## src/source/tanh_table.mem

```
// tanh(k/16) in Q8.8, one entry per line for k = 0..63
0000
0010
0020
002F
003F
004D
005C
0069
0076
0083
008E
0099
00A3
00AC
00B4
00BC
00C3
00C9
00CF
00D5
00D9
00DD
00E1
00E5
00E8
00EA
00ED
00EF
00F1
00F3
00F4
00F6
00F7
00F8
00F9
00FA
00FA
00FB
00FC
00FC
00FD
00FD
00FD
00FE
00FE
00FE
00FE
00FF
00FF
00FF
00FF
00FF
00FF
00FF
00FF
00FF
0100
0100
0100
0100
0100
0100
0100
0100

```

## src/source/rnn_pkg.sv

```systemverilog
`default_nettype none

package rnn_pkg;

	// layer widths
	localparam int FEATURE_SIZE = 4;
	localparam int DENSE_SIZE = 4;
	localparam int GRU_SIZE = 4;
	localparam int GAIN_SIZE = 2;

	// Q8.8 activations, weights read as Q8.8 after sign extension
	typedef logic signed [15:0] act_t;
	typedef logic signed [7:0] coef_t;

	localparam int WT_ADDR_BITS = 8;
	localparam int ACT_ADDR_BITS = 5;
	typedef logic [WT_ADDR_BITS-1:0] wt_addr_t;
	typedef logic [ACT_ADDR_BITS-1:0] act_addr_t;
	typedef logic [2:0] cnt_t;
	typedef logic [2:0] func_t;

	// weight from input k to neuron j sits at base + k * stride + j
	// recurrent gates at column offsets 0 (z), GRU_SIZE (r), 2*GRU_SIZE (candidate)
	localparam wt_addr_t DENSE_W_BASE = '0;
	localparam wt_addr_t DENSE_B_BASE = DENSE_W_BASE + wt_addr_t'(FEATURE_SIZE * DENSE_SIZE);
	localparam wt_addr_t GRU_W_BASE = DENSE_B_BASE + wt_addr_t'(DENSE_SIZE);
	localparam wt_addr_t GRU_U_BASE = GRU_W_BASE + wt_addr_t'(DENSE_SIZE * 3 * GRU_SIZE);
	localparam wt_addr_t GRU_B_BASE = GRU_U_BASE + wt_addr_t'(GRU_SIZE * 3 * GRU_SIZE);
	localparam wt_addr_t OUT_W_BASE = GRU_B_BASE + wt_addr_t'(3 * GRU_SIZE);
	localparam wt_addr_t OUT_B_BASE = OUT_W_BASE + wt_addr_t'(GRU_SIZE * GAIN_SIZE);

	// activation memory regions
	localparam act_addr_t ACT_FEAT = '0;
	localparam act_addr_t ACT_DENSE = ACT_FEAT + act_addr_t'(FEATURE_SIZE);
	localparam act_addr_t ACT_STATE = ACT_DENSE + act_addr_t'(DENSE_SIZE);
	localparam act_addr_t ACT_ZGATE = ACT_STATE + act_addr_t'(GRU_SIZE);
	localparam act_addr_t ACT_RGATE = ACT_ZGATE + act_addr_t'(GRU_SIZE);
	localparam act_addr_t ACT_HNEW = ACT_RGATE + act_addr_t'(GRU_SIZE);
	localparam act_addr_t ACT_GAIN = ACT_HNEW + act_addr_t'(GRU_SIZE);

	localparam act_t ONE_Q = 16'sh0100;
	localparam act_t HALF_Q = 16'sh0080;
	localparam act_t MINUS_ONE_Q = -16'sh0100;

	// activation function select
	localparam func_t FUNC_TANH = 3'd0;
	localparam func_t FUNC_SIGM = 3'd1;
	localparam func_t FUNC_RELU = 3'd2;
	localparam func_t FUNC_GRU = 3'd3;
	localparam func_t FUNC_COPY = 3'd4;

	localparam int TANH_ENTRIES = 64;
	localparam string TANH_FILE = "/design/src/source/tanh_table.mem";

endpackage

`default_nettype wire

```

## src/source/mac_unit.sv

```systemverilog
`timescale 1ns/10ps
`default_nettype none

module mac_unit
	import rnn_pkg::*;
(
	input  logic  clk,
	input  logic  rst,
	input  logic  clear_i,
	input  logic  en_i,
	input  logic  bias_i,
	input  logic  gate_i,
	input  coef_t coef_i,
	input  act_t  x_i,
	input  act_t  g_i,
	output act_t  acc_o
);

	act_t w_ext;
	act_t p1;
	act_t term;
	logic signed [31:0] prod;
	logic signed [31:0] gprod;

	assign w_ext = {{8{coef_i[7]}}, coef_i};
	assign prod = w_ext * x_i;
	assign p1 = prod[23:8];

	// candidate recurrent terms get scaled again by r
	assign gprod = p1 * g_i;
	assign term = gate_i ? gprod[23:8] : p1;

	always_ff @(posedge clk) begin
		if (rst) begin
			acc_o <= '0;
		end else if (clear_i) begin
			acc_o <= '0;
		end else if (bias_i) begin
			acc_o <= w_ext;
		end else if (en_i) begin
			acc_o <= acc_o + term;
		end
	end

endmodule

`default_nettype wire

```

## config.mk

```make
export PLATFORM = sky130hd
export DESIGN_NAME = mac_unit
export DESIGN_NICKNAME = d
export VERILOG_FILES = /design/src/source/rnn_pkg.sv /design/src/source/mac_unit.sv
export SDC_FILE = /design/constraint.sdc
export NUM_CORES = 1
export LEC_CHECK = 0
export BUFFER_PORTS_ARGS = -buffer_cell sky130_fd_sc_hd__buf_2
export CORE_ASPECT_RATIO = 0.6
export CORE_MARGIN = 1.5
export CORE_UTILIZATION = 55
export CTS_CLUSTER_DIAMETER = 30
export DETAILED_ROUTE_END_ITERATION = 6
export MAX_ROUTING_LAYER = met4
export PLACE_DENSITY = 0.81
export REMOVE_ABC_BUFFERS = 1
export SYNTH_ARGS = -nofsm -noshare
export SYNTH_HDL_FRONTEND = slang
export SYNTH_SLANG_ARGS = --single-unit
```

## constraint.sdc

```tcl
create_clock -name clk -period 28.6 [get_ports clk]
set_input_delay 1.43 -clock clk [delete_from_list [all_inputs] [get_ports clk]]
set_output_delay 1.43 -clock clk [all_outputs]
set_load 0.005 [all_outputs]
```

==> metrics.md, run 1 <==
| Metric | Value |
|---|---|
| Status | finished clean |
| Clk Latency, worst-skew pair | 0.25 ns |
| Die ar. | 25,300 sq um |
| Vias in the first global route | 11,100 |
| Largest cells by area after synthesis | fa_1 43%, ha_1 12%, inv_1 11%, and2_1 8.6%, nand2_1 4.3% |
| I/O pin count | 62 |
| Setup Buffers After CTS | 0 |
| Maxcap violations | 0 |
| Synthesis Warnings | 0 |
| Synth async-reset ratio | 0 |
| Slowest CP cell | o31a_1 |
| Seq cells post-synth | 16 |
| CP startpoint | coef_i[7] |
| CTS Root Cell | clkbuf_16 |
| Syn-to-layout area delta | 5.50% |
| Area of the multi-input gates | 11,400 sq um |
| Startpoint types | primary input |
| Vias | 10,200 |
| CTS resizes | 0 |
| GRT Residual Overflow | 0 |
| Setup_tns | 0 ns |
| Initial core utilization | 0.570 |
| Cell area after synthesis | 13,400 sq um |
| DRT Pass-1 Iters | 5 |
| Reg area | 320 sq um |
| Row cnt | 43 |
| Crit path kind | in2reg |
| Core footprint | 23,500 sq um |
| Pin count of the biggest net entering global routing | 24 |
| Most frequent cells in the layout | 401 x inv_1, 288 x fa_1, 183 x and2_1, 154 x nand2_1, 130 x ha_1 |
| Avg Cell Area, Syn | 8.69 sq um |
| Worst R2R Start | acc_o[0] |
| WP buf/inv | 8 |
| CTS clk-pin slew, worst paths | 0.05 ns |
| Placer Congestion | 0.893 |
| Worst-margin pin slew | 1.02 ns |
| Final WL | 32,600 microns |
| Final min period | 13.79 ns |
| Area leader, netlist | fa_1 |
| Hold Buf Count CTS | 0 |
| CTS buffer count | 3 |
| Worst min path class | reg2reg |
| RSZ-0062 raised after global routing | false |
| DRT iter0 DRCs | 797 |
| Hold Vio Cnt, Final | 0 |
| Cell variety after synth | 60 |
| Vias per Instance | 5.40 |
| Clock sinks | 16 |
| Ant diodes | 0 |
| Die width | 204 microns |
| Fmax | 0.0725 GHz |
| CTS tree | done |
| Skew final | 0.00133 ns |
| Worst Min Path Start | acc_o[13] |
| Share of Yosys cell area claimed by the top area cell type | 0.431 |
| Final HPWL from detailed placement | 27,000 microns |
| Slew Limit Fails | 0 |
| WP data required | 28.78 ns |
| First-pass GRT wire length | 55,500 microns |
| Nets@finish | 2,035 |
| Biggest regs | acc_o x16 |
| Worst EP arrival | 13.97 ns |
| Largest register FFs | 16 |
| Slew headroom | 0.319 |
| Die H | 124 microns |
| Wire per inst | 17.3 microns |
| Synth Instances | 1,538 |
| CP peak stage delay | 0.86 ns |
| Largest reg by FF count | acc_o |
| Antenna-violating nets left | 0 |
| Top fanout value on the critical path | 17 |
| Crit path capture type | register |
| Final setup violation count | 0 |
| Initial antenna violation count | 2 |
| Input/output buffers | 61 |
| Fill count | 1,995 |
| Worst path most repeated cell | fa_1 |
| CP delay by family, top | adder cells |
| Number of synthesized flops with an enable pin | 0 |
| Crit share post-route | 0.482 |
| Post-synth top flop | dfxtp_1 |
| Total GRT Usage | 0.289 |
| Sequential share of the synthesized area | 0.0240 |
| Remaining DRCs | 0 |
| Commonest non-fill, non-tap cell in the layout | inv_1 |
| Share of layout cells above drive strength 1 | 0.0675 |
| Clock Tree Buf Depth | 2 |
| H-Tree Depth | 1 |
==> metal layers <==
| metal | share of wire | GRT usage | vias to the layer above |
|---|---|---|---|
| li1 | - | - | 4611 |
| met1 | 0.45 | 0.404 | 5103 |
| met2 | 0.44 | 0.455 | 409 |
| met3 | 0.091 | 0.0400 | 56 |
| met4 | 0.022 | 0.0620 | 0 |
| met5 | 0 | - | - |
==> worst reg2reg max path, stage by stage (launching register included) <==
cell	delay, ns
dfxtp_1	0.32
ha_1	0.23
fa_1	0.45
a21oi_1	0.21
o21bai_1	0.12
a21o_1	0.19
a21oi_1	0.21
o21bai_1	0.10
a21o_1	0.20
a21o_1	0.17
a21o_1	0.19
a21o_1	0.19
a21oi_1	0.24
o21ai_0	0.16
xnor2_1	0.15
a31oi_1	0.09
==> path summary, 6_finish.rpt <==
kind	cells past startpoint	to	slack, ns
setup / recovery	47	acc_o[15]	14.81
hold / removal	2	acc_o[13]	0.59
setup reg to reg	15	acc_o[14]	25.24
hold reg to reg	2	acc_o[13]	0.59
==> layout make-up <==
| cell class | count | share of cell area |
|---|---|---|
| multi-input combinational | 1073 | 0.807 |
| inverter | 402 | 0.107 |
| timing repair buffer | 75 | 0.0291 |
| tap | 315 | 0.0279 |
| sequential | 16 | 0.0227 |
| clock buffer | 4 | 0.00630 |
==> synth_stat cells, drive strengths merged, types with 2 or more instances <==
library cell and count:
a211oi 4, a21o 22, a21oi 38, a31oi 6
and2 183, and3 17, buf 6, clkbuf 41
dfxtp 16, fa 288, ha 130, inv 401
mux2 6, mux2i 10, nand2 154, nand2b 9
nand3 9, nand3b 2, nand4 4, nor2 50
nor2b 13, nor3 4, o2111ai 2, o211a 2
o211ai 5, o21a 3, o21ai 19, o21bai 7
o31a 2, o31ai 3, or2 2, or3 2
xnor2 46, xnor3 3, xor2 15
==> cells by family (layout without fill, tap and decap cells) <==
group,after synthesis,count (layout),share of synthesized area
simple gates,451,451,0.173
buf+inv,449,481,0.126
fa+ha+maj,418,418,0.553
compound gates,124,124,0.0659
xor+xnor,64,64,0.0450
mux,16,16,0.0125
flops,16,16,0.0240
==> through the flow <==
step           hold slack (ns)  instances  setup WS [ns]  utilization  instance area [sq um]
4_1_cts                  0.591       1885          14.96        0.601                  14100
5_1_grt                  0.623       1885          14.30        0.601                  14100
6_report                 0.595       1885          14.81        0.601                  14100
2_1_floorplan            0.550       1491          16.21            -                  13200
3_3_place_gp             0.545       1881          15.23        0.597                  14000
3_5_place_dp             0.579       1881          14.80        0.597                  14000
Power of run 1 is left out: the tool's default activity adds up to more than one toggle a clock period on the data nets, which glitch-free logic cannot reach.
==> run 2, diff against run 1 <==
--- a/config.mk
+++ b/config.mk
@@ -5,6 +5,7 @@
 export SDC_FILE = /design/constraint.sdc
 export NUM_CORES = 1
 export LEC_CHECK = 0
+export ABC_AREA = 1
 export BUFFER_PORTS_ARGS = -buffer_cell sky130_fd_sc_hd__buf_2
 export CORE_ASPECT_RATIO = 0.6
 export CORE_MARGIN = 1.5
@@ -12,7 +13,7 @@
 export CTS_CLUSTER_DIAMETER = 30
 export DETAILED_ROUTE_END_ITERATION = 6
 export MAX_ROUTING_LAYER = met4
-export PLACE_DENSITY = 0.81
+export PLACE_DENSITY = 0.83
 export REMOVE_ABC_BUFFERS = 1
 export SYNTH_ARGS = -nofsm -noshare
 export SYNTH_HDL_FRONTEND = slang
==> constraint.sdc (replaced) <==
create_clock -name clk -period 11.15 [get_ports clk]
set_input_delay 0.5575 -clock clk [delete_from_list [all_inputs] [get_ports clk]]
set_output_delay 0.5575 -clock clk [all_outputs]
set_load 0.005 [all_outputs]
==> run 2 against run 1 <==
  * The flow now finishes with violations (design-rule violations)
  * Synthesized cell count rose by 29%
  * Sequential cell count did not move
  * Clock-buffer cell count is the same
  * Sequential share of layout area down 0.36 points
  * Final area rose by 19%
  * Utilization grew 6.0 points
  * Critical path type unchanged
  * Largest cell class unchanged
==> metrics.md, run 2 <==
| Metric | Value |
|---|---|
| Avg Cell Area, Syn | 7.17 sq um (was 8.69 sq um) |
| Share of Yosys cell area claimed by the top area cell type | 0.405 (was 0.431) |
| Top-count cell post-synth | inv_1 (unchanged) |
| Worst-margin pin slew | 1.14 ns (was 1.02 ns) |
| Die width | 211 microns (was 204 microns) |
| Slew Limit Fails | 0 (unchanged) |
| WP data required | 11.34 ns (was 28.78 ns) |
| Cell area after synthesis | 14,200 sq um (was 13,400 sq um) |
| Vias per Instance | 5.32 (was 5.40) |
| Input/output buffers | 61 (unchanged) |
| Biggest regs | acc_o x16 (unchanged) |
| First-pass GRT wire length | 68,600 microns (was 55,500 microns) |
| Pin count of the biggest net entering global routing | 25 (was 24) |
| WP buf/inv | 14 (was 8) |
| Synthesis Warnings | 0 (unchanged) |
| Largest cells by area after synthesis | fa_1 40%, inv_1 16%, nand2_1 12%, ha_1 11%, nor2_1 4.7% (was fa_1 43%, ha_1 12%, inv_1 11%, and2_1 8.6%, nand2_1 4.3%) |
| Maxcap violations | 0 (unchanged) |
| Commonest non-fill, non-tap cell in the layout | inv_1 (unchanged) |
| DRT Pass-1 Iters | 7 (was 5) |
| Wire per inst | 17.7 microns (was 17.3 microns) |
| Ant diodes | 0 (unchanged) |
| Vias in the first global route | 13,200 (was 11,100) |
| Post-synth top flop | dfxtp_1 (unchanged) |
| Final Util | 0.661 (was 0.601) |
| Final min period | 11.04 ns |
| Area leader, netlist | fa_1 (unchanged) |
| Remaining DRCs | 14 (was 0) |
| Post-Place Cells | 2,491 (was 1,881) |
| Worst EP arrival | 11.23 ns (was 13.97 ns) |
| H-Tree Depth | 1 (unchanged) |
| CTS clk-pin slew, worst paths | 0.05 ns (about the same) |
| Most frequent cells in the layout | 585 x inv_1, 433 x nand2_1, 281 x fa_1, 180 x buf_4, 167 x nor2_1 (was 401 x inv_1, 288 x fa_1, 183 x and2_1, 154 x nand2_1, 130 x ha_1) |
| Reg-to-reg setup timing slack | 8.21 ns (was 25.24 ns) |
| Slew headroom | 0.234 (was 0.319) |
| Top fanout value on the critical path | 13 (was 17) |
| I/O pin count | 62 (unchanged) |
| Share of layout cells above drive strength 1 | 0.172 (was 0.0675) |
| Skew final | 0.00582 ns (was 0.00133 ns) |
| Synth async-reset ratio | 0 (unchanged) |
| Worst path most repeated cell | fa_1 (unchanged) |
| Largest register FFs | 16 (unchanged) |
| CTS Root Cell | clkbuf_16 (unchanged) |
| Final WL | 44,300 microns (was 32,600 microns) |
| Fmax | 0.0906 GHz |
| Synth top cells by count | 593 x inv_1, 451 x nand2_1, 288 x fa_1, 177 x nor2_1, 130 x ha_1 (was 401 x inv_1, 288 x fa_1, 183 x and2_1, 154 x nand2_1, 130 x ha_1) |
| DRT iter0 DRCs | 1,309 (was 797) |
| Fill count | 2,167 (was 1,995) |
| Total GRT Usage | 0.342 (was 0.289) |
| CP delay by family, top | adder cells (unchanged) |
| Final std cells w/o fill | 2,509 (was 1,885) |
| Crit path kind | in2reg (unchanged) |
| Sequential share of the synthesized area | 0.0225 (was 0.0240) |
| RSZ-0062 raised after global routing | true (was false) |
| Crit share post-route | 0.990 |
| Antenna-violating nets left | 0 (unchanged) |
| Failing checks | design-rule violations |
| Hold Vio Cnt, Final | 0 (unchanged) |
| CTS buffer count | 3 (unchanged) |
| CTS tree | done (unchanged) |
| Clk Latency, worst-skew pair | 0.25 ns (about the same) |
| Status | complete, but fails checks (was finished clean) |
| Hold slack final | 0.537 ns (was 0.595 ns) |
| GRT Residual Overflow | 0 (unchanged) |
| Synth Instances | 1,985 (was 1,538) |
| Worst min path class | reg2reg (unchanged) |
| Nets@finish | 2,645 (was 2,035) |
| Startpoint types | primary input (unchanged) |
| Clock sinks | 16 (unchanged) |
| Slowest CP cell | fa_1 (was o31a_1) |
| Seq cells post-synth | 16 (unchanged) |
| Vias | 13,300 (was 10,200) |
| Row cnt | 45 (was 43) |
| Final HPWL from detailed placement | 38,000 microns (was 27,000 microns) |
| Syn-to-layout area delta | 17.6% (was 5.50%) |
| Final setup violation count | 0 (unchanged) |
| Clock Tree Buf Depth | 2 (unchanged) |
| Die H | 128 microns (was 124 microns) |
| Cell variety after synth | 46 (was 60) |
| CP peak stage delay | 0.57 ns (was 0.86 ns) |
| Number of synthesized flops with an enable pin | 0 (unchanged) |
| Initial antenna violation count | 0 (was 2) |
| Core footprint | 25,300 sq um (was 23,500 sq um) |
| Crit path capture type | register (unchanged) |
| Die ar. | 26,900 sq um (was 25,300 sq um) |
| Largest reg by FF count | acc_o (unchanged) |
| Placer Congestion | 1.16 (was 0.893) |
| Initial core utilization | 0.562 (was 0.570) |
[run 2: timing repair]
item / in CTS / in global routing
pin swaps: 0 / 30
hold buffers: 0 / 0
resized for setup: 7 / 109
cloned: 0 / 0
setup buffers: 0 / 14
setup endpoints to repair: 1 / 7
[run 2: layout make-up]
cell class | instances | area, sq um | share of cell area
timing repair buffer | 249 | 1800 | 0.108
inverter | 599 | 2260 | 0.135
sequential | 16 | 320 | 0.0191
clock buffer | 4 | 88.8 | 0.00531
tap | 329 | 412 | 0.0246
multi-input combinational | 1312 | 11900 | 0.708
[run 2: per-stage QoR]
step / TNS (ns) / cell area [sq um] / worst slack [ns]
floorplan: 0 / 14000 / 0.552
global placement: -0.358 / 16100 / -0.358
detailed placement: -0.502 / 16100 / -0.384
CTS: 0 / 16200 / 0.0376
global route: -1.04 / 16700 / -0.402
finish: 0 / 16700 / 0.108
[run 2: worst paths after layout]
kind / from / end / cells after the start
max: coef_i[7] / acc_o[15] / 53
min: acc_o[3] / acc_o[3] / 2
max reg2reg: acc_o[0] / acc_o[14] / 19
min reg2reg: acc_o[3] / acc_o[3] / 2
[run 2: kinds of logic (layout without fill, tap and decap cells)]
| kind of cell | Yosys count | in the layout | share of synthesized area |
|---|---|---|---|
| XOR/XNOR | 35 | 35 | 0.0229 |
| buffers and inverters | 657 | 852 | 0.176 |
| adder cells (fa/ha/maj) | 418 | 418 | 0.519 |
| AND/OR/NAND/NOR | 727 | 727 | 0.207 |
| AO/OA/AOI/OAI | 132 | 132 | 0.0527 |
| flip-flops | 16 | 16 | 0.0225 |
[run 2: tightest hold or removal path, cell delays in order, from the launching register on]
cell and delay, ns:
dfxtp_1 0.34, nand2_1 0.08, a31oi_1 0.07
[run 2: layer usage]
metal | vias up | routed length, microns | global-route usage
li1 | 6094 | - | -
met1 | 6351 | 18700 | 0.493
met2 | 794 | 17900 | 0.470
met3 | 102 | 6860 | 0.116
met4 | 0 | 898 | 0.0584
met5 | - | 0 | -
Power of run 2 is left out for the same reason.
==> run 3, diff against run 2 <==
--- a/config.mk
+++ b/config.mk
@@ -8,12 +8,12 @@
 export ABC_AREA = 1
 export BUFFER_PORTS_ARGS = -buffer_cell sky130_fd_sc_hd__buf_2
 export CORE_ASPECT_RATIO = 0.6
-export CORE_MARGIN = 1.5
 export CORE_UTILIZATION = 55
 export CTS_CLUSTER_DIAMETER = 30
 export DETAILED_ROUTE_END_ITERATION = 6
 export MAX_ROUTING_LAYER = met4
 export PLACE_DENSITY = 0.83
+export RECOVER_POWER = 25
 export REMOVE_ABC_BUFFERS = 1
 export SYNTH_ARGS = -nofsm -noshare
 export SYNTH_HDL_FRONTEND = slang
==> run 3 against run 2 <==
  * The run now ends clean
  * Utilization increased by 0.62 points
  * First-iteration DRC count rose by 8.5%
  * Wire length is essentially flat
  * Die area fell by 1.3%
  * Sequential cell count is the same
  * Via count up 0.23%
  * Largest cell class unchanged
==> metrics.md, run 3 (synthesis gave the netlist of run 2 again) <==
| Metric | Value |
|---|---|
| Die ar. | 26,600 sq um (was 26,900 sq um) |
| Die H | 127 microns (was 128 microns) |
| RSZ-0062 raised after global routing | true (unchanged) |
| Worst path most repeated cell | fa_1 (unchanged) |
| Initial core utilization | 0.562 (unchanged) |
| Crit. path cell count | 48 (was 53) |
| Hold Vio Cnt, Final | 0 (unchanged) |
| Ant diodes | 0 (unchanged) |
| First-pass GRT wire length | 68,400 microns (was 68,600 microns) |
| Row cnt | 45 (unchanged) |
| Remaining DRCs | 0 (was 14) |
| Status | finished clean (was complete, but fails checks) |
| Input/output buffers | 61 (unchanged) |
| DRT Pass-1 Iters | 5 (was 7) |
| Biggest regs | acc_o x16 (unchanged) |
| CTS tree | done (unchanged) |
| Vias | 13,400 (was 13,300) |
| I/O pin count | 62 (unchanged) |
| R2R depth | 19 (unchanged) |
| Vias per Instance | 5.34 (was 5.32) |
| Total GRT Usage | 0.341 (was 0.342) |
| Crit share post-route | 0.976 (was 0.990) |
| Slew headroom | 0.235 (was 0.234) |
| WP data required | 11.34 ns (about the same) |
| Crit path kind | in2reg (unchanged) |
| WP buf/inv | 14 (unchanged) |
| Final WL | 44,300 microns (about the same) |
| CP peak stage delay | 0.56 ns (was 0.57 ns) |
| Wire per inst | 17.7 microns (about the same) |
| Clock sinks | 16 (unchanged) |
| Startpoint types | primary input (unchanged) |
| Antenna-violating nets left | 0 (unchanged) |
| CTS buffer count | 3 (unchanged) |
| Syn-to-layout area delta | 18.7% (was 17.6%) |
| DRT iter0 DRCs | 1,420 (was 1,309) |
| CTS clk-pin slew, worst paths | 0.06 ns (was 0.05 ns) |
| GRT Residual Overflow | 0 (unchanged) |
| Clock Tree Buf Depth | 2 (unchanged) |
| CP delay by family, top | adder cells (unchanged) |
| Final setup violation count | 0 (unchanged) |
| CTS Root Cell | clkbuf_16 (unchanged) |
| Final min period | 10.88 ns (was 11.04 ns) |
| Hold slack final | 0.541 ns (was 0.537 ns) |
| Placer Congestion | 1.04 (was 1.16) |
| Die width | 210 microns (was 211 microns) |
| Clk Latency, worst-skew pair | 0.26 ns (was 0.25 ns) |
| Top fanout value on the critical path | 13 (unchanged) |
| Core footprint | 25,300 sq um (unchanged) |
| Hold path depth | 2 (unchanged) |
| Slowest CP cell | fa_1 (unchanged) |
| Worst EP arrival | 11.07 ns (was 11.23 ns) |
| Final Cell Area | 16,900 sq um (was 16,700 sq um) |
| H-Tree Depth | 1 (unchanged) |
| Pin count of the biggest net entering global routing | 25 (unchanged) |
| Final Util | 0.667 (was 0.661) |
| Largest register FFs | 16 (unchanged) |
| Initial antenna violation count | 0 (unchanged) |
| Crit path capture type | register (unchanged) |
| Nets@finish | 2,638 (was 2,645) |
| Commonest non-fill, non-tap cell in the layout | inv_1 (unchanged) |
| Fmax | 0.0919 GHz (was 0.0906 GHz) |
| Largest reg by FF count | acc_o (unchanged) |
| Skew final | 0.00883 ns (was 0.00582 ns) |
| Final HPWL from detailed placement | 37,200 microns (was 38,000 microns) |
| Worst min path class | reg2reg (unchanged) |
| Hold Buf Count CTS | 0 (unchanged) |
| Vias in the first global route | 13,200 (about the same) |
| Maxcap violations | 0 (unchanged) |
| Slew Limit Fails | 0 (unchanged) |
| Most frequent cells in the layout | 582 x inv_1, 423 x nand2_1, 279 x fa_1, 175 x buf_4, 159 x nor2_1 (was 585 x inv_1, 433 x nand2_1, 281 x fa_1, 180 x buf_4, 167 x nor2_1) |
| Worst-margin pin slew | 1.14 ns (about the same) |
| DP Area | 15,900 sq um (was 16,100 sq um) |
| Share of layout cells above drive strength 1 | 0.188 (was 0.172) |
==> run 3: tightest hold or removal path: stages, from the launching register on <==
cell	delay, ns
dfxtp_1	0.34
nand2_1	0.08
a31oi_1	0.07
==> run 3: worst paths after layout <==
check | slack (ns) | start | end
worst max-delay path | 0.27 | coef_i[7] | acc_o[15]
worst min-delay path | 0.54 | acc_o[2] | acc_o[2]
worst max register to register | 8.24 | acc_o[0] | acc_o[14]
worst min register to register | 0.54 | acc_o[2] | acc_o[2]
==> run 3: final cells by class <==
class	instances	area [sq um]
tap	329	412
inverter	599	2270
multi-input combinational	1312	12100
clock buffer	4	88.8
sequential	16	320
timing repair buffer	242	1730
fill	2075	8440
==> run 3: layer usage <==
| layer | GRT usage | vias to the layer above | part of all wire |
|---|---|---|---|
| li1 | - | 6063 | - |
| met1 | 0.501 | 6486 | 0.44 |
| met2 | 0.480 | 752 | 0.41 |
| met3 | 0.0963 | 71 | 0.14 |
| met4 | 0.0386 | 0 | 0.014 |
| met5 | - | - | 0 |
==> run 3: timing repair <==
| action | CTS | global route |
|---|---|---|
| setup buffers | 0 | 29 |
| pin swaps | 0 | 64 |
| endpoints found under the setup margin | 1 | 8 |
| cloned | 0 | 1 |
| resized for setup | 9 | 172 |
==> run 3: through the flow <==
step	instances	setup slack, ns	setup TNS [ns]
3_3_place_gp	2468	-0.186	-0.186
4_1_cts	2472	0.0269	0
5_1_grt	2502	-0.168	-0.361
2_1_floorplan	1927	0.552	0
6_report	2502	0.271	0
3_5_place_dp	2468	-0.400	-0.440
Power of run 3 is left out for the same reason.
